--- src/verilog/fpx_pkg.sv ---
package fpx_pkg;

    // register file and tag widths
    localparam int REG_ADDR_BITS = 5;
    localparam int OFFSET_ADDR_BITS = 3;
    localparam int WORD_BITS = 32;

    // scratchpad geometry
    localparam int MEM_WORDS = 1024;
    localparam int MEM_ADDR_BITS = 10;

    // quiet nan returned when no operand is usable
    localparam logic [WORD_BITS-1:0] CANONICAL_NAN = 32'h7fc0_0000;

    typedef logic [REG_ADDR_BITS-1:0] reg_addr_t;
    typedef logic [OFFSET_ADDR_BITS-1:0] offset_addr_t;
    typedef logic [WORD_BITS-1:0] word_t;

    typedef enum logic [1:0] {
        CONVERT_OP_MIN = 2'b00,
        CONVERT_OP_MAX = 2'b01,
        CONVERT_OP_RAW = 2'b10,
        CONVERT_OP_CNV = 2'b11
    } convert_op_t;

    typedef enum logic {
        MEMORY_OP_LOAD = 1'b0,
        MEMORY_OP_STORE = 1'b1
    } memory_op_t;

    // one writeback item, shared by both pipelines
    typedef struct packed {
        reg_addr_t dest_reg_addr;
        offset_addr_t dest_offset_addr;
        word_t value;
    } result_t;

endpackage

--- src/verilog/writeback_arbiter.sv ---
`timescale 1ns/1ps

module writeback_arbiter (
    input logic clk,
    input logic rst,

    input logic a_valid,
    output logic a_ready,
    input fpx_pkg::result_t a_data,

    input logic b_valid,
    output logic b_ready,
    input fpx_pkg::result_t b_data,

    output logic wb_valid,
    input logic wb_ready,
    output fpx_pkg::result_t wb_result
);

    // prefer_b low means input a wins a tie
    logic prefer_b;
    logic out_free;
    logic grant_a, grant_b;

    assign out_free = !wb_valid || wb_ready;
    assign grant_a = a_valid && (!b_valid || !prefer_b);
    assign grant_b = b_valid && (!a_valid || prefer_b);

    assign a_ready = out_free && grant_a;
    assign b_ready = out_free && grant_b;

    always_ff @(posedge clk)
    begin
        if (rst)
        begin
            wb_valid <= 1'b0;
            prefer_b <= 1'b0;
        end
        else
        begin
            if (out_free)
                wb_valid <= a_valid || b_valid;
            // flip only when both sides were waiting
            if (out_free && a_valid && b_valid)
                prefer_b <= !prefer_b;
        end
    end

    always_ff @(posedge clk)
    begin
        if (a_ready)
            wb_result <= a_data;
        else if (b_ready)
            wb_result <= b_data;
    end

endmodule

--- config.mk ---
export PLATFORM = sky130hd
export DESIGN_NAME = writeback_arbiter
export DESIGN_NICKNAME = d
export VERILOG_FILES = /design/src/verilog/fpx_pkg.sv /design/src/verilog/writeback_arbiter.sv
export SDC_FILE = /design/constraint.sdc
export NUM_CORES = 1
export LEC_CHECK = 0
export BUFFER_PORTS_ARGS = -buffer_cell sky130_fd_sc_hd__buf_2
export CORE_MARGIN = 1
export CORE_UTILIZATION = 30
export DETAILED_ROUTE_END_ITERATION = 12
export PLACE_DENSITY = 0.64
export SYNTH_ARGS = -nofsm -noshare
export SYNTH_HDL_FRONTEND = slang
export SYNTH_SLANG_ARGS = --single-unit
--- constraint.sdc ---
create_clock -name clk -period 2.19 [get_ports clk]
set_input_delay 0.3285 -clock clk [delete_from_list [all_inputs] [get_ports clk]]
set_output_delay 0.3285 -clock clk [all_outputs]
set_load 0.01 [all_outputs]
==> out/metrics.cfg <==
[worst_setup_path]
crit_path_max_fanout=14
crit_arrival_ps=1240
r2r_slack_ps=650
max_stage_delay_ps=320
worstReg2RegEnd=wb_result[15]
rr_startpoint=prefer_b
critPathKind=reg2out
worstSetupEndpointType=output port
startpoint=wb_valid
slowest_stage=dfxtp_1
worstSetupStartpointType=flop
r2r_cells=4
path_delay_family=simple AND/OR/NAND/NOR gates
path_cells=nand2b_2 -> nand3_4 -> inv_1 -> buf_2
cp.required_ps=1860
path_buf_inv=2

[global_route]
grt-ovfl-total=0
antenna_found_initial=1
grt_max_degree=41
grt_pass1_wl_um=6780
first_global_vias=1386
track_usage_pct=12.8

[logic_synthesis]
yosysWarnings=0
synth.top_cells.by_area=edfxtp_1, mux2_4, buf_6
syn-num-nets=184
ys_seq_area_share_pct=62.9
synth_cell_types=16
ys_seq_elements=42
synth_top_area_cell=edfxtp_1
synth.avg_cell_area_um2=19.9
synth_top_cell_area_share_pct=60.9
syn_inst=99
syn-cell-area_um2=1970

[clock_network]
cts_setup_buffers=0
tritoncts=built
clk_latency_ps=290
clk_pin_slew_ps=80
h-tree-depth=2
clock-sinks=42
cts_buffers=5
cts-root-buf=clkbuf_8
cts.path.max_buffers=2
hold_buffers=0
cts_resized=0

[run]
drv_cap=0

[timing]
hold_viol_final=0
setup_violations=0
worst_pin_slew_ps=310
maxSlewViolCount=0
fin_tns_setup_ps=0
min_period_ps=1570
rsz0062_at_grt=false
fmax_mhz=637
relSlewSlack_pct=79.4
fin_worst_skew_ps=2.50
period_share_pct=71.7

[placement]
portBuffers=127
place_inst=302
gp_congestion=0.726
hpwlAfterDp_um=3330

[routing]
drcViolationCount=0
avgViaCountPerCell=4.39
drtAntennaViolNets=0
routedWlPerCell_um=13.7
drt-initial-drc-count=50
vias=1358
drt-pass1-iter-count=4
totalWireLength_um=4250

[worst_hold_path]
hp-start=rst
hold_end=wb_valid
hold_depth=2
hp-class=in2reg

[cells_and_area]
area_delta_synth_final_pct=42.0
post-route-util_pct=44.1
drive_above_1_share_pct=77.6
multi_input_area_um2=684
register_area_um2=1240
finalNetCount=317
fin_cells=309
antennaDiodeCount=0
nFillCells=595

[pwr]
ir_worst_vdd_v=0.000326
p_leak_nw=1.37
p_per_area_nw_per_um2=672

[die]
die_area_um2=6910
core.rowCount=29
die_x_um=83.1
pin_count=128
fp.dieH_um=83.1
initial_utilization_pct=31.1
core-area_um2=6350

[outcome]
status=finished clean

==> layout make-up <==
type | count | share of cell area, %
Multi-Input combinational cell | 52 | 24.4
Tap cell | 77 | 3.44
Clock inverter | 1 | 0.268
Inverter | 1 | 0.134
Timing Repair Buffer | 130 | 24.8
Clock buffer | 6 | 2.59
Sequential cell | 42 | 44.3
==> how the worst max path moves through the flow <==
stage / cells past startpoint / to
2_1_floorplan: 2 / wb_result[0]
3_3_place_gp: 5 / wb_result[12]
3_5_place_dp: 5 / wb_result[4]
4_1_cts: 4 / a_ready
5_1_grt: 4 / a_ready
6_report: 4 / a_ready
==> flip-flops by register name, indices dropped and copies added (netlist names) <==
name and cells:
prefer_b 1, wb_result 40, wb_valid 1
==> worst register-to-register path: cells and delay by family (launching register included) <==
| kind | cells | cell delay, ps |
|---|---|---|
| DFF | 1 | 370 |
| muxes | 1 | 320 |
| and+or+nand+nor | 2 | 370 |
| buffers and inverters | 1 | 230 |
==> power by group <==
| group | leakage, nW | internal (W) | switching, W |
|---|---|---|---|
| Sequential | 0.415 | 0.000977 | 0.0000208 |
| Clock | 0.0373 | 0.000219 | 0.000262 |
| Combinational | 0.913 | 0.000233 | 0.000170 |
==> metal layers <==
metal	wire length [um]	global-route usage [%]	vias up
met1	1660	14.3	631
met2	2110	20.9	77
met5	0	0	-
met3	403	6.26	6
met4	74	5.02	0
li1	-	-	644
==> cell usage after synthesis <==
cell type / number
nor2b_1: 1
o21a_1: 1
nand2b_2: 1
inv_1: 1
or2b_1: 1
buf_6: 4
nor2_1: 2
a21oi_1: 1
nand3_4: 1
mux2_4: 39
edfxtp_1: 40
dfxtp_1: 2
nand2_1: 1
and3_1: 1
nand3_1: 1
mux2_2: 2
==> stage by stage <==
step / cell area (um2) / setup slack (ps) / hold WS [ps] / total power, W
finish: 2800 / 619 / 219 / 0.00188
floorplan: 1970 / 330 / 398 / 0.00125
global route: 2800 / 531 / 214 / 0.00197
detailed placement: 2720 / 448 / 521 / 0.00143
CTS: 2800 / 604 / 213 / 0.00191
global placement: 2720 / 476 / 528 / 0.00142
==> logic make-up (layout without fill, tap and decap cells) <==
logic type	count (synthesis)	in the layout	synth area share [%]
muxes	41	41	30.8
and+or+nand+nor	9	9	3.17
DFF	42	42	62.9
AOI/OAI and AO/OA	2	2	0.634
buffers and inverters	5	138	2.47
==> placed cells by master (no fill, tap or decap) <==
| cell | n |
|---|---|
| o21a_2 | 1 |
| nor2_1 | 2 |
| clkbuf_1 | 1 |
| mux2_2 | 2 |
| buf_2 | 127 |
| and3_1 | 1 |
| nand2_1 | 1 |
| nand3_4 | 1 |
| dfxtp_1 | 2 |
| mux2_4 | 39 |
| a21oi_1 | 1 |
| edfxtp_1 | 40 |
| clkbuf_8 | 5 |
| or2b_1 | 1 |
| inv_1 | 1 |
| nand2b_2 | 1 |
| nor2b_1 | 1 |
| nand3_1 | 1 |
| clkinvlp_4 | 1 |
| buf_12 | 3 |
Note: power is estimated with default switching activity, not from simulation.
