## config.mk

```make
export PLATFORM = sky130hd
export DESIGN_NAME = fp_convert
export DESIGN_NICKNAME = d
export VERILOG_FILES = /design/src/verilog/fpx_pkg.sv /design/src/verilog/stream_stage.sv /design/src/verilog/fp_convert.sv
export SDC_FILE = /design/constraint.sdc
export NUM_CORES = 1
export LEC_CHECK = 0
export BUFFER_PORTS_ARGS = -buffer_cell sky130_fd_sc_hd__buf_2
export CAP_MARGIN = 15
export CORE_MARGIN = 4
export CORE_UTILIZATION = 50
export CTS_CLUSTER_SIZE = 20
export DETAILED_ROUTE_END_ITERATION = 6
export GPL_ROUTABILITY_DRIVEN = 1
export PLACE_DENSITY = 0.72
export SKIP_CTS_REPAIR_TIMING = 1
export SLEW_MARGIN = 20
export SYNTH_ARGS = -nofsm -noshare
export SYNTH_HDL_FRONTEND = slang
export SYNTH_HIERARCHICAL = 1
export SYNTH_SLANG_ARGS = --single-unit
```

## constraint.sdc

```tcl
create_clock -name clk -period 15.3 [get_ports clk]
set_clock_uncertainty 0.2 [all_clocks]
set_input_delay 3.06 -clock clk [delete_from_list [all_inputs] [get_ports clk]]
set_output_delay 3.06 -clock clk [all_outputs]
set_load 0.01 [all_outputs]
```

## src/verilog/fpx_pkg.sv

```systemverilog
package fpx_pkg;

    // register file and tag widths
    localparam int REG_ADDR_BITS = 5;
    localparam int OFFSET_ADDR_BITS = 3;
    localparam int WORD_BITS = 32;

    // scratchpad geometry
    localparam int MEM_WORDS = 1024;
    localparam int MEM_ADDR_BITS = 10;

    // quiet nan returned when no operand is usable
    localparam logic [WORD_BITS-1:0] CANONICAL_NAN = 32'h7fc0_0000;

    typedef logic [REG_ADDR_BITS-1:0] reg_addr_t;
    typedef logic [OFFSET_ADDR_BITS-1:0] offset_addr_t;
    typedef logic [WORD_BITS-1:0] word_t;

    typedef enum logic [1:0] {
        CONVERT_OP_MIN = 2'b00,
        CONVERT_OP_MAX = 2'b01,
        CONVERT_OP_RAW = 2'b10,
        CONVERT_OP_CNV = 2'b11
    } convert_op_t;

    typedef enum logic {
        MEMORY_OP_LOAD = 1'b0,
        MEMORY_OP_STORE = 1'b1
    } memory_op_t;

    // one writeback item, shared by both pipelines
    typedef struct packed {
        reg_addr_t dest_reg_addr;
        offset_addr_t dest_offset_addr;
        word_t value;
    } result_t;

endpackage

```

## src/verilog/stream_stage.sv

```systemverilog
`timescale 1ns/1ps

module stream_stage #(
    parameter type T = logic
) (
    input logic clk,
    input logic rst,

    input logic in_valid,
    output logic in_ready,
    input T in_data,

    output logic out_valid,
    input logic out_ready,
    output T out_data
);

    // free when empty or when the held item leaves this cycle
    assign in_ready = !out_valid || out_ready;

    always_ff @(posedge clk)
    begin
        if (rst)
        begin
            out_valid <= 1'b0;
        end
        else if (in_ready)
        begin
            out_valid <= in_valid;
        end
    end

    // payload only moves on an accepted item
    always_ff @(posedge clk)
    begin
        if (in_valid && in_ready)
        begin
            out_data <= in_data;
        end
    end

endmodule

```

## src/verilog/fp_convert.sv

```systemverilog
`timescale 1ns/1ps

module fp_convert (
    input logic clk,
    input logic rst,

    input logic cvt_valid,
    output logic cvt_ready,
    input fpx_pkg::reg_addr_t cvt_dest_reg,
    input fpx_pkg::offset_addr_t cvt_dest_offset,
    input fpx_pkg::word_t cvt_a,
    input fpx_pkg::word_t cvt_b,
    input fpx_pkg::convert_op_t cvt_op,
    input logic cvt_signed,

    output logic res_valid,
    input logic res_ready,
    output fpx_pkg::result_t res
);

    logic s1_valid;
    logic s1_ready;
    fpx_pkg::result_t s1_res;

    logic a_nan, b_nan, a_lt_b;
    fpx_pkg::word_t min_val, max_val;

    logic int_neg;
    fpx_pkg::word_t int_mag, norm;
    logic [4:0] lz;
    logic [30:0] packed_exp_man;
    logic round_up;
    fpx_pkg::word_t cnv_val;
    fpx_pkg::word_t op_val;

    // position of the leading one counted from bit 31
    function automatic logic [4:0] lead_zeros(input fpx_pkg::word_t v);
        logic [4:0] n;
        n = 5'd0;
        for (int i = 0; i < 32; i++)
        begin
            if (v[i])
            begin
                n = 5'(31 - i);
            end
        end
        return n;
    endfunction

    assign a_nan = (cvt_a[30:23] == 8'hff) && (cvt_a[22:0] != 23'd0);
    assign b_nan = (cvt_b[30:23] == 8'hff) && (cvt_b[22:0] != 23'd0);

    // sign-magnitude ordering, so -0 sits below +0
    always_comb
    begin
        if (cvt_a[31] != cvt_b[31])
            a_lt_b = cvt_a[31];
        else if (cvt_a[31])
            a_lt_b = cvt_a[30:0] > cvt_b[30:0];
        else
            a_lt_b = cvt_a[30:0] < cvt_b[30:0];
    end

    always_comb
    begin
        if (a_nan && b_nan)
        begin
            min_val = fpx_pkg::CANONICAL_NAN;
            max_val = fpx_pkg::CANONICAL_NAN;
        end
        else if (a_nan || b_nan)
        begin
            // the number wins over the nan
            min_val = a_nan ? cvt_b : cvt_a;
            max_val = a_nan ? cvt_b : cvt_a;
        end
        else
        begin
            min_val = a_lt_b ? cvt_a : cvt_b;
            max_val = a_lt_b ? cvt_b : cvt_a;
        end
    end

    // integer to single, round to nearest even
    assign int_neg = cvt_signed && cvt_a[31];
    assign int_mag = int_neg ? -cvt_a : cvt_a;
    assign lz = lead_zeros(int_mag);
    assign norm = int_mag << lz;
    assign round_up = norm[7] && ((|norm[6:0]) || norm[8]);
    // mantissa overflow carries straight into the exponent field
    assign packed_exp_man = {8'd158 - {3'd0, lz}, norm[30:8]} + {30'd0, round_up};
    assign cnv_val = (int_mag == 32'd0) ? 32'd0 : {int_neg, packed_exp_man};

    always_comb
    begin
        case (cvt_op)
            fpx_pkg::CONVERT_OP_MIN: op_val = min_val;
            fpx_pkg::CONVERT_OP_MAX: op_val = max_val;
            fpx_pkg::CONVERT_OP_RAW: op_val = cvt_a;
            default: op_val = cnv_val;
        endcase
    end

    assign cvt_ready = !s1_valid || s1_ready;

    always_ff @(posedge clk)
    begin
        if (rst)
            s1_valid <= 1'b0;
        else if (cvt_ready)
            s1_valid <= cvt_valid;
    end

    always_ff @(posedge clk)
    begin
        if (cvt_valid && cvt_ready)
            s1_res <= '{dest_reg_addr: cvt_dest_reg, dest_offset_addr: cvt_dest_offset,
                        value: op_val};
    end

    stream_stage #(
        .T(fpx_pkg::result_t)
    ) out_stage (
        .clk(clk),
        .rst(rst),
        .in_valid(s1_valid),
        .in_ready(s1_ready),
        .in_data(s1_res),
        .out_valid(res_valid),
        .out_ready(res_ready),
        .out_data(res)
    );

endmodule

```

==> summary.md, run 1 <==
| Metric | Value |
|---|---|
| Synth Net Count | `1311` |
| Crit path max fanout | `45` |
| Sequential share of the synthesized area | `0.2557` |
| Fin crit share | `0.6829` |
| Clk_lat worst skew | `0.33 ns` |
| Pre-CTS worst setup slack | `4.740 ns` |
| Unrepaired setup endpoints after global routing | `no` |
| Area contributors post-synth | `edfxtp_1 25%, nand2_1 5.1%, ha_1 5.0%` |
| Psw | `327.3 uW` |
| Count leader, synth | `nand2_1` |
| Max frequency | `95.70 MHz` |
| Final wirelength | `37700 um` |
| Final non-filler cell total | `1483` |
| CTS tree | `yes` |
| Critical path's slowest cell | `nand4_1` |
| # fillers | `1782` |
| GRT Util Overall | `0.3390` |
| Starting Density | `0.5089` |
| Worst-Margin Slew | `0.9770 ns` |
| Drt pass-1 iters | `6` |
| Synthesis Warnings | `6` |
| H-Tree Depth | `3` |
| RR Startpoint | `out_stage/out_valid` |
| Hold Path Origin | `s1_res[16]` |
| Hold Path Sink | `out_stage/out_data[16]` |
| Final hold violations | `0` |
| Kind of critical path | `primary input to flop` |
| Most instantiated cells after synthesis | `129 x nand2_1, 99 x nor2_1, 81 x a21oi_1, 81 x o21ai_0, 80 x edfxtp_1` |
| Setup violators final | `0` |
| Leak Pwr | `4.011 nW` |
| CP arrival | `10.33 ns` |
| Die X | `146.2 um` |
| Final Core Density | `0.5533` |
| Total congestion overflow | `0` |
| Hold depth | `0` |
| Die ar. | `21380 um2` |
| First-pass GRT wire length | `57030 um` |
| Power per Cell Area | `79.45 nW/um2` |
| Distinct cells, synth | `104` |
| # diodes | `0` |
| Final WS setup | `4.851 ns` |
| Starting DRT DRC Count | `1437` |
| IO Port Bufs | `120` |
| Antenna-violating nets left | `0` |
| Async set-reset flop share out of synthesis | `0` |
| Fraction of layout cells with a size suffix above 1 | `0.1641` |
| Number of synthesized flops with an enable pin | `80` |
| Via Count | `10407` |
| Nets@finish | `1362` |
| Clock share of power | `0.236` |
| Number of global-route vias before repair | `9578` |
| Worst Hold Class | `flop to flop` |
| Min Tclk post-route | `10.45 ns` |
| Via/cell ratio | `7.018` |
| Max VDD drop | `39.50 uV` |
| FF-to-FF End | `s1_res[4]` |
| I/O pin count | `121` |
| Worst Path Required | `15.18 ns` |
| Critical path launch point type | `primary input` |
| Clock buffer depth | `2` |
| Placed cell areas | `10120 um2` |
| Reg2reg setup slack | `13.36 ns` |
| Status | `finished clean` |
| Clock root buffer master | `clkbuf_16` |
| Drt wl/cell | `25.42 um` |
| Crit path largest cell delay | `0.56 ns` |
| P_int | `497.9 uW` |
| #FFs+latches synth | `82` |
| Crit path cell chain | `buf_2 -> inv_1 -> ha_1 -> nor3b_2 -> nand4_1 -> o31ai_2 -> xor2_1 -> o311ai_1 -> a2bb2oi_4 -> buf_4 -> clkinv_1 -> buf_4 -> nor3_1 -> nand3b_1 -> nand4_1 -> or3b_1 -> nor4b_4 -> or3b_1 -> nor3_2 -> nand3b_1 -> a221o_1` |
| Power, Total | `825.1 uW` |
| Largest net degree at the start of global routing | `46` |
| Max Cap Viol | `0` |
| Cells after synthesis | `1194` |
| GPL Wtd Cong | `1.040` |
| CORE AREA | `18770 um2` |
| Max Slew Vio Count | `0` |
| Syn avg cell area | `7.999 um2` |
| Final instance area | `10390 um2` |
| Hold_ws | `0.2153 ns` |
| Initial antenna violation count | `1` |
| Gate power share | `0.430` |
| Die Y | `146.2 um` |
| Switching part of the total | `0.3966` |
| R2R depth | `3` |
| DRC violations left | `0` |
| Top cell type's share of synthesized area | `0.2515` |
| Dpl cells | `1468` |
| Setup crit end kind | `flop` |
| Detail Placement HPWL | `28730 um` |
| Synthesized area | `9550 um2` |
| FP Rows | `50` |
| Sequential Power Share | `0.334` |
| Clock Sinks | `82` |
| Relative slew slack | `0.3487` |
| Total negative slack | `0 ns` |
| Largest area contributor in the synthesized netlist | `edfxtp_1` |
| P&R area growth vs syn | `8.739%` |
| Post-synth top flop | `edfxtp_1` |
| Reg clk slew, reported paths | `0.06 ns` |
| CTS buffer count | `9` |
power by group through the flow:
stage               sequential [mW]  combinational, mW  clock [mW]
detailed placement            0.281              0.340           0
CTS                           0.276              0.342       0.199
global placement              0.280              0.342           0
floorplan                     0.282              0.228           0
global route                  0.277              0.378       0.209
finish                        0.276              0.355       0.194
cell families after synthesis:
group,count (synthesis),share of synthesized area
compound gates,409,0.3043
buf+inv,142,0.06498
simple gates,437,0.2379
xor+xnor,57,0.05306
fa+ha+maj,38,0.04978
flops,82,0.2557
mux,29,0.03419
how the worst max path moves through the flow:
| stage | from | endpoint | cells past startpoint |
|---|---|---|---|
| after floorplan | cvt_a[0] | s1_res[22] | 20 |
| after global placement | cvt_a[0] | s1_res[22] | 21 |
| after detailed placement | cvt_a[0] | s1_res[27] | 21 |
| after CTS | cvt_a[0] | s1_res[27] | 21 |
| after global routing | cvt_a[0] | s1_res[27] | 19 |
| final | cvt_a[0] | s1_res[27] | 21 |
area by class of cell:
class | count | area, um2 | share of cell area
clock buffer | 10 | 229.0 | 0.02205
multi-input combinational | 970 | 6495 | 0.6254
clock inverter | 5 | 40.04 | 0.003855
inverter | 48 | 180.2 | 0.01735
tap | 234 | 292.8 | 0.02819
sequential | 82 | 2442 | 0.2352
timing repair buffer | 134 | 705.7 | 0.06795
cell usage in the layout, fill, tap and decap left out, drive strengths merged, types with 30 or more instances in the layout:
cell,n
buf,134
nand2,130
nor2,100
a21oi,84
o21ai,84
edfxtp,80
inv,47
nor3,40
ha,38
nand3,32
xnor2,30
flip-flops by register name, indices dropped and copies added, names as in the netlist:
register,flops
s1_valid,1
out_stage/out_data,40
s1_res,40
out_stage/out_valid,1
layer usage:
layer	GRT usage	routed length (um)	vias to the layer above
met1	0.4482	14620	4828
li1	-	-	4672
met4	0.1722	2089	2
met5	0	13	-
met2	0.5367	16910	759
met3	0.05649	4073	146
worst max-delay path, delay by kind of cell:
kind	cells	cell delay, ns
AO/OA/AOI/OAI	4	1.20
XOR/XNOR	1	0.46
adder cells (fa/ha/maj)	1	0.23
buffers and inverters	5	1.88
AND/OR/NAND/NOR	10	3.48
No activity file was read; power rests on OpenSTA's default activity.
==> run 2, diff against run 1 <==
Settings changed: ABC_AREA from default to 1.
Clock period 15.3 ns to 9.7 ns, I/O delays scaled along.
==> run 2 against run 1 <==
Effect of this change: power increased by 76%; via count rose by 5.6%; final area is 2.3% higher; routed wire length decreased by 11%; worst hold slack gained 0.0019 ns; final cell count grew 23%; clock power up 91%; first-iteration DRC count is 6.8% lower; global-route usage decreased by 4.2 points; worst setup slack worse by 3.1 ns.
==> summary.md, run 2 <==
| Metric | Value |
|---|---|
| Total congestion overflow | `0 (unchanged)` |
| GPL Wtd Cong | `0.9873 (-5.0%)` |
| CP arrival | `7.85 ns (-2.48 ns)` |
| Kind of critical path | `primary input to flop` |
| Largest area contributor in the synthesized netlist | `edfxtp_1` |
| Synth Net Count | `1613 (+23%)` |
| Syn avg cell area | `6.453 um2 (-19%)` |
| Via/cell ratio | `6.001 (-14%)` |
| Unrepaired setup endpoints after global routing | `no` |
| Detail Placement HPWL | `26140 um (-9.0%)` |
| Clock Sinks | `82 (unchanged)` |
| Min Tclk post-route | `7.967 ns` |
| I/O pin count | `121 (unchanged)` |
| Simple-gate area share of the yosys netlist | `0.3917 (+0.1538)` |
| Critical path launch point type | `primary input` |
| Crit path largest cell delay | `0.69 ns (+0.13 ns)` |
| Biggest regs | `out_stage/out_data (40), s1_res (40)` |
| Die ar. | `21590 um2 (+1.0%)` |
| Most frequent cells in the layout | `358 x nand2_1, 256 x nand3_1, 143 x o21ai_0, 131 x inv_1, 120 x buf_2` |
| Antenna-violating nets left | `0 (unchanged)` |
| Starting Density | `0.5126 (+0.003758)` |
| GRT Util Overall | `0.2972 (-0.04181)` |
| H-Tree Depth | `3 (unchanged)` |
| Hold depth | `0 (unchanged)` |
| Starting DRT DRC Count | `1339 (-6.8%)` |
| Final hold violations | `0 (unchanged)` |
| Worst Hold Class | `flop to flop` |
| Initial antenna violation count | `1 (unchanged)` |
| Number of global-route vias before repair | `9579 (+0.010%)` |
| Async set-reset flop share out of synthesis | `0 (unchanged)` |
| Status | `finished clean` |
| CTS buffer count | `9 (unchanged)` |
| Post-synth top flop | `edfxtp_1` |
| Crit path max fanout | `42 (-6.7%)` |
| Max Slew Vio Count | `0 (unchanged)` |
| Drt wl/cell | `18.25 um (-28%)` |
| CTS tree | `yes` |
| Total negative slack | `0 ns (unchanged)` |
| Synthesis Warnings | `6 (unchanged)` |
| R2R depth | `4 (+1)` |
| Drt pass-1 iters | `6 (unchanged)` |
| Synthesized area | `9653 um2 (+1.1%)` |
| Post-Synth XOR/XNOR Area | `0.02307 (-0.02999)` |
| Max frequency | `125.5 MHz` |
| Power per Cell Area | `136.4 nW/um2 (+72%)` |
| Clock buffer depth | `2 (unchanged)` |
| IO Port Bufs | `120 (unchanged)` |
| Pre-CTS worst setup slack | `1.566 ns (-3.175 ns)` |
| FP Rows | `50 (unchanged)` |
| CORE AREA | `18830 um2 (+0.33%)` |
| Sequential share of the synthesized area | `0.2530 (-0.002718)` |
| Commonest non-fill, non-tap cell in the layout | `nand2_1` |
| Worst Path Required | `9.58 ns (-5.60 ns)` |
| Cells after synthesis | `1496 (+25%)` |
| Clock root buffer master | `clkbuf_16` |
| Largest family of logic cells by synthesized area | `simple AND/OR/NAND/NOR gates` |
| #FFs+latches synth | `82 (unchanged)` |
| Critical path's slowest cell | `nand2_2` |
| Fin crit share | `0.8213` |
| Relative slew slack | `0.3526 (+0.003878)` |
| Via Count | `10987 (+5.6%)` |
| Count leader, synth | `nand2_1` |
| Most instantiated cells after synthesis | `359 x nand2_1, 256 x nand3_1, 143 x o21ai_0` |
| First-pass GRT wire length | `52390 um (-8.1%)` |
| Clk_lat worst skew | `0.33 ns (about the same)` |
| Final WS setup | `1.733 ns (-3.118 ns)` |
| Setup violators final | `0 (unchanged)` |
| CP most frequent cell | `nand2_1` |
| Die Y | `146.9 um (+0.51%)` |
| Die X | `146.9 um (+0.51%)` |
| Multiplexer share of the synthesized area | `0 (-0.03419)` |
| Reg clk slew, reported paths | `0.06 ns (about the same)` |
| Top cell type's share of synthesized area | `0.2489 (-0.002674)` |
| Largest net degree at the start of global routing | `72 (+57%)` |
| Fraction of layout cells with a size suffix above 1 | `0.1598 (-0.004360)` |
| Nets@finish | `1684 (+24%)` |
| Final wirelength | `33420 um (-11%)` |
| Distinct cells, synth | `58 (-44%)` |
| Max Cap Viol | `0 (unchanged)` |
| Area contributors post-synth | `edfxtp_1 25%, nand2_1 14%, nand3_1 13%` |
| Max VDD drop | `89.58 uV (+130%)` |
| Compound-Gate Fraction of Synth Area | `0.1789 (-0.1255)` |
| Worst-Margin Slew | `0.9688 ns (-0.008163 ns)` |
| # diodes | `0 (unchanged)` |
| P&R area growth vs syn | `10.08%` |
| Number of synthesized flops with an enable pin | `80 (unchanged)` |
| DRC violations left | `0 (unchanged)` |
| Adder-cell share of the synthesized area | `0.04925 (-0.0005291)` |
| Leak Pwr | `4.800 nW (+20%)` |
| Setup crit end kind | `flop` |
-- run 2: final cells by class --
type | instances | area, um2
clock buffer | 9 | 225.2
fill | 1948 | 8204
multi-input combinational | 1180 | 6231
sequential | 82 | 2442
clock inverter | 6 | 106.4
inverter | 163 | 613.1
timing repair buffer | 131 | 683.2
tap | 260 | 325.3
-- run 2: cells by family (layout without fill, tap and decap cells) --
group                    Yosys count  after routing
AND/OR/NAND/NOR                  813            813
AO/OA/AOI/OAI                    307            307
buffers and inverters            234            309
flip-flops                        82             82
adder cells (fa/ha/maj)           38             38
XOR/XNOR                          22             22
-- run 2: per-stage QoR --
step / hold WS, ns / power (mW) / utilization / area [um2] / cells
6_report: 0.2172 / 1.450 / 0.5643 / 10630 / 1831
3_5_place_dp: 0.2045 / 1.067 / 0.5467 / 10290 / 1816
3_3_place_gp: 0.2002 / 1.063 / 0.5467 / 10290 / 1816
4_1_cts: 0.2178 / 1.441 / 0.5643 / 10630 / 1831
5_1_grt: 0.2164 / 1.543 / 0.5643 / 10630 / 1831
2_1_floorplan: 0.2003 / 0.8924 / - / 9653 / 1496
-- run 2: path summary, 6_finish.rpt --
path	startpoint	endpoint	slack (ns)
worst max-delay path	cvt_a[31]	s1_res[20]	1.73
worst min-delay path	s1_res[28]	out_stage/out_data[28]	0.22
worst max register to register	out_stage/out_valid	s1_res[38]	8.04
worst min register to register	s1_res[28]	out_stage/out_data[28]	0.22
-- run 2: worst max-delay path: cells and delay by family --
kind,cells,cell delay (ns)
adders and majority gates,1,0.23
buffers and inverters,3,0.73
AOI/OAI and AO/OA,1,0.21
and+or+nand+nor,41,4.34
xor gates and xnor gates,1,0.37
-- run 2: per-layer routing --
metal / part of all wire / up-vias / GRT usage / wire length, um
met2: 0.47 / 577 / 0.4948 / 15600
met4: 0.025 / 2 / 0.07922 / 828
met1: 0.42 / 5073 / 0.4149 / 14060
li1: - / 5268 / - / -
met5: 0.00021 / - / 0 / 7
met3: 0.087 / 67 / 0.02961 / 2919
-- run 2: power by group --
| group | internal [mW] | leakage (nW) | switching, mW |
|---|---|---|---|
| combinational | 0.184 | 3.85 | 0.461 |
| sequential | 0.428 | 0.788 | 0.00688 |
| clock | 0.248 | 0.159 | 0.122 |
| total | 0.859 | 4.80 | 0.590 |
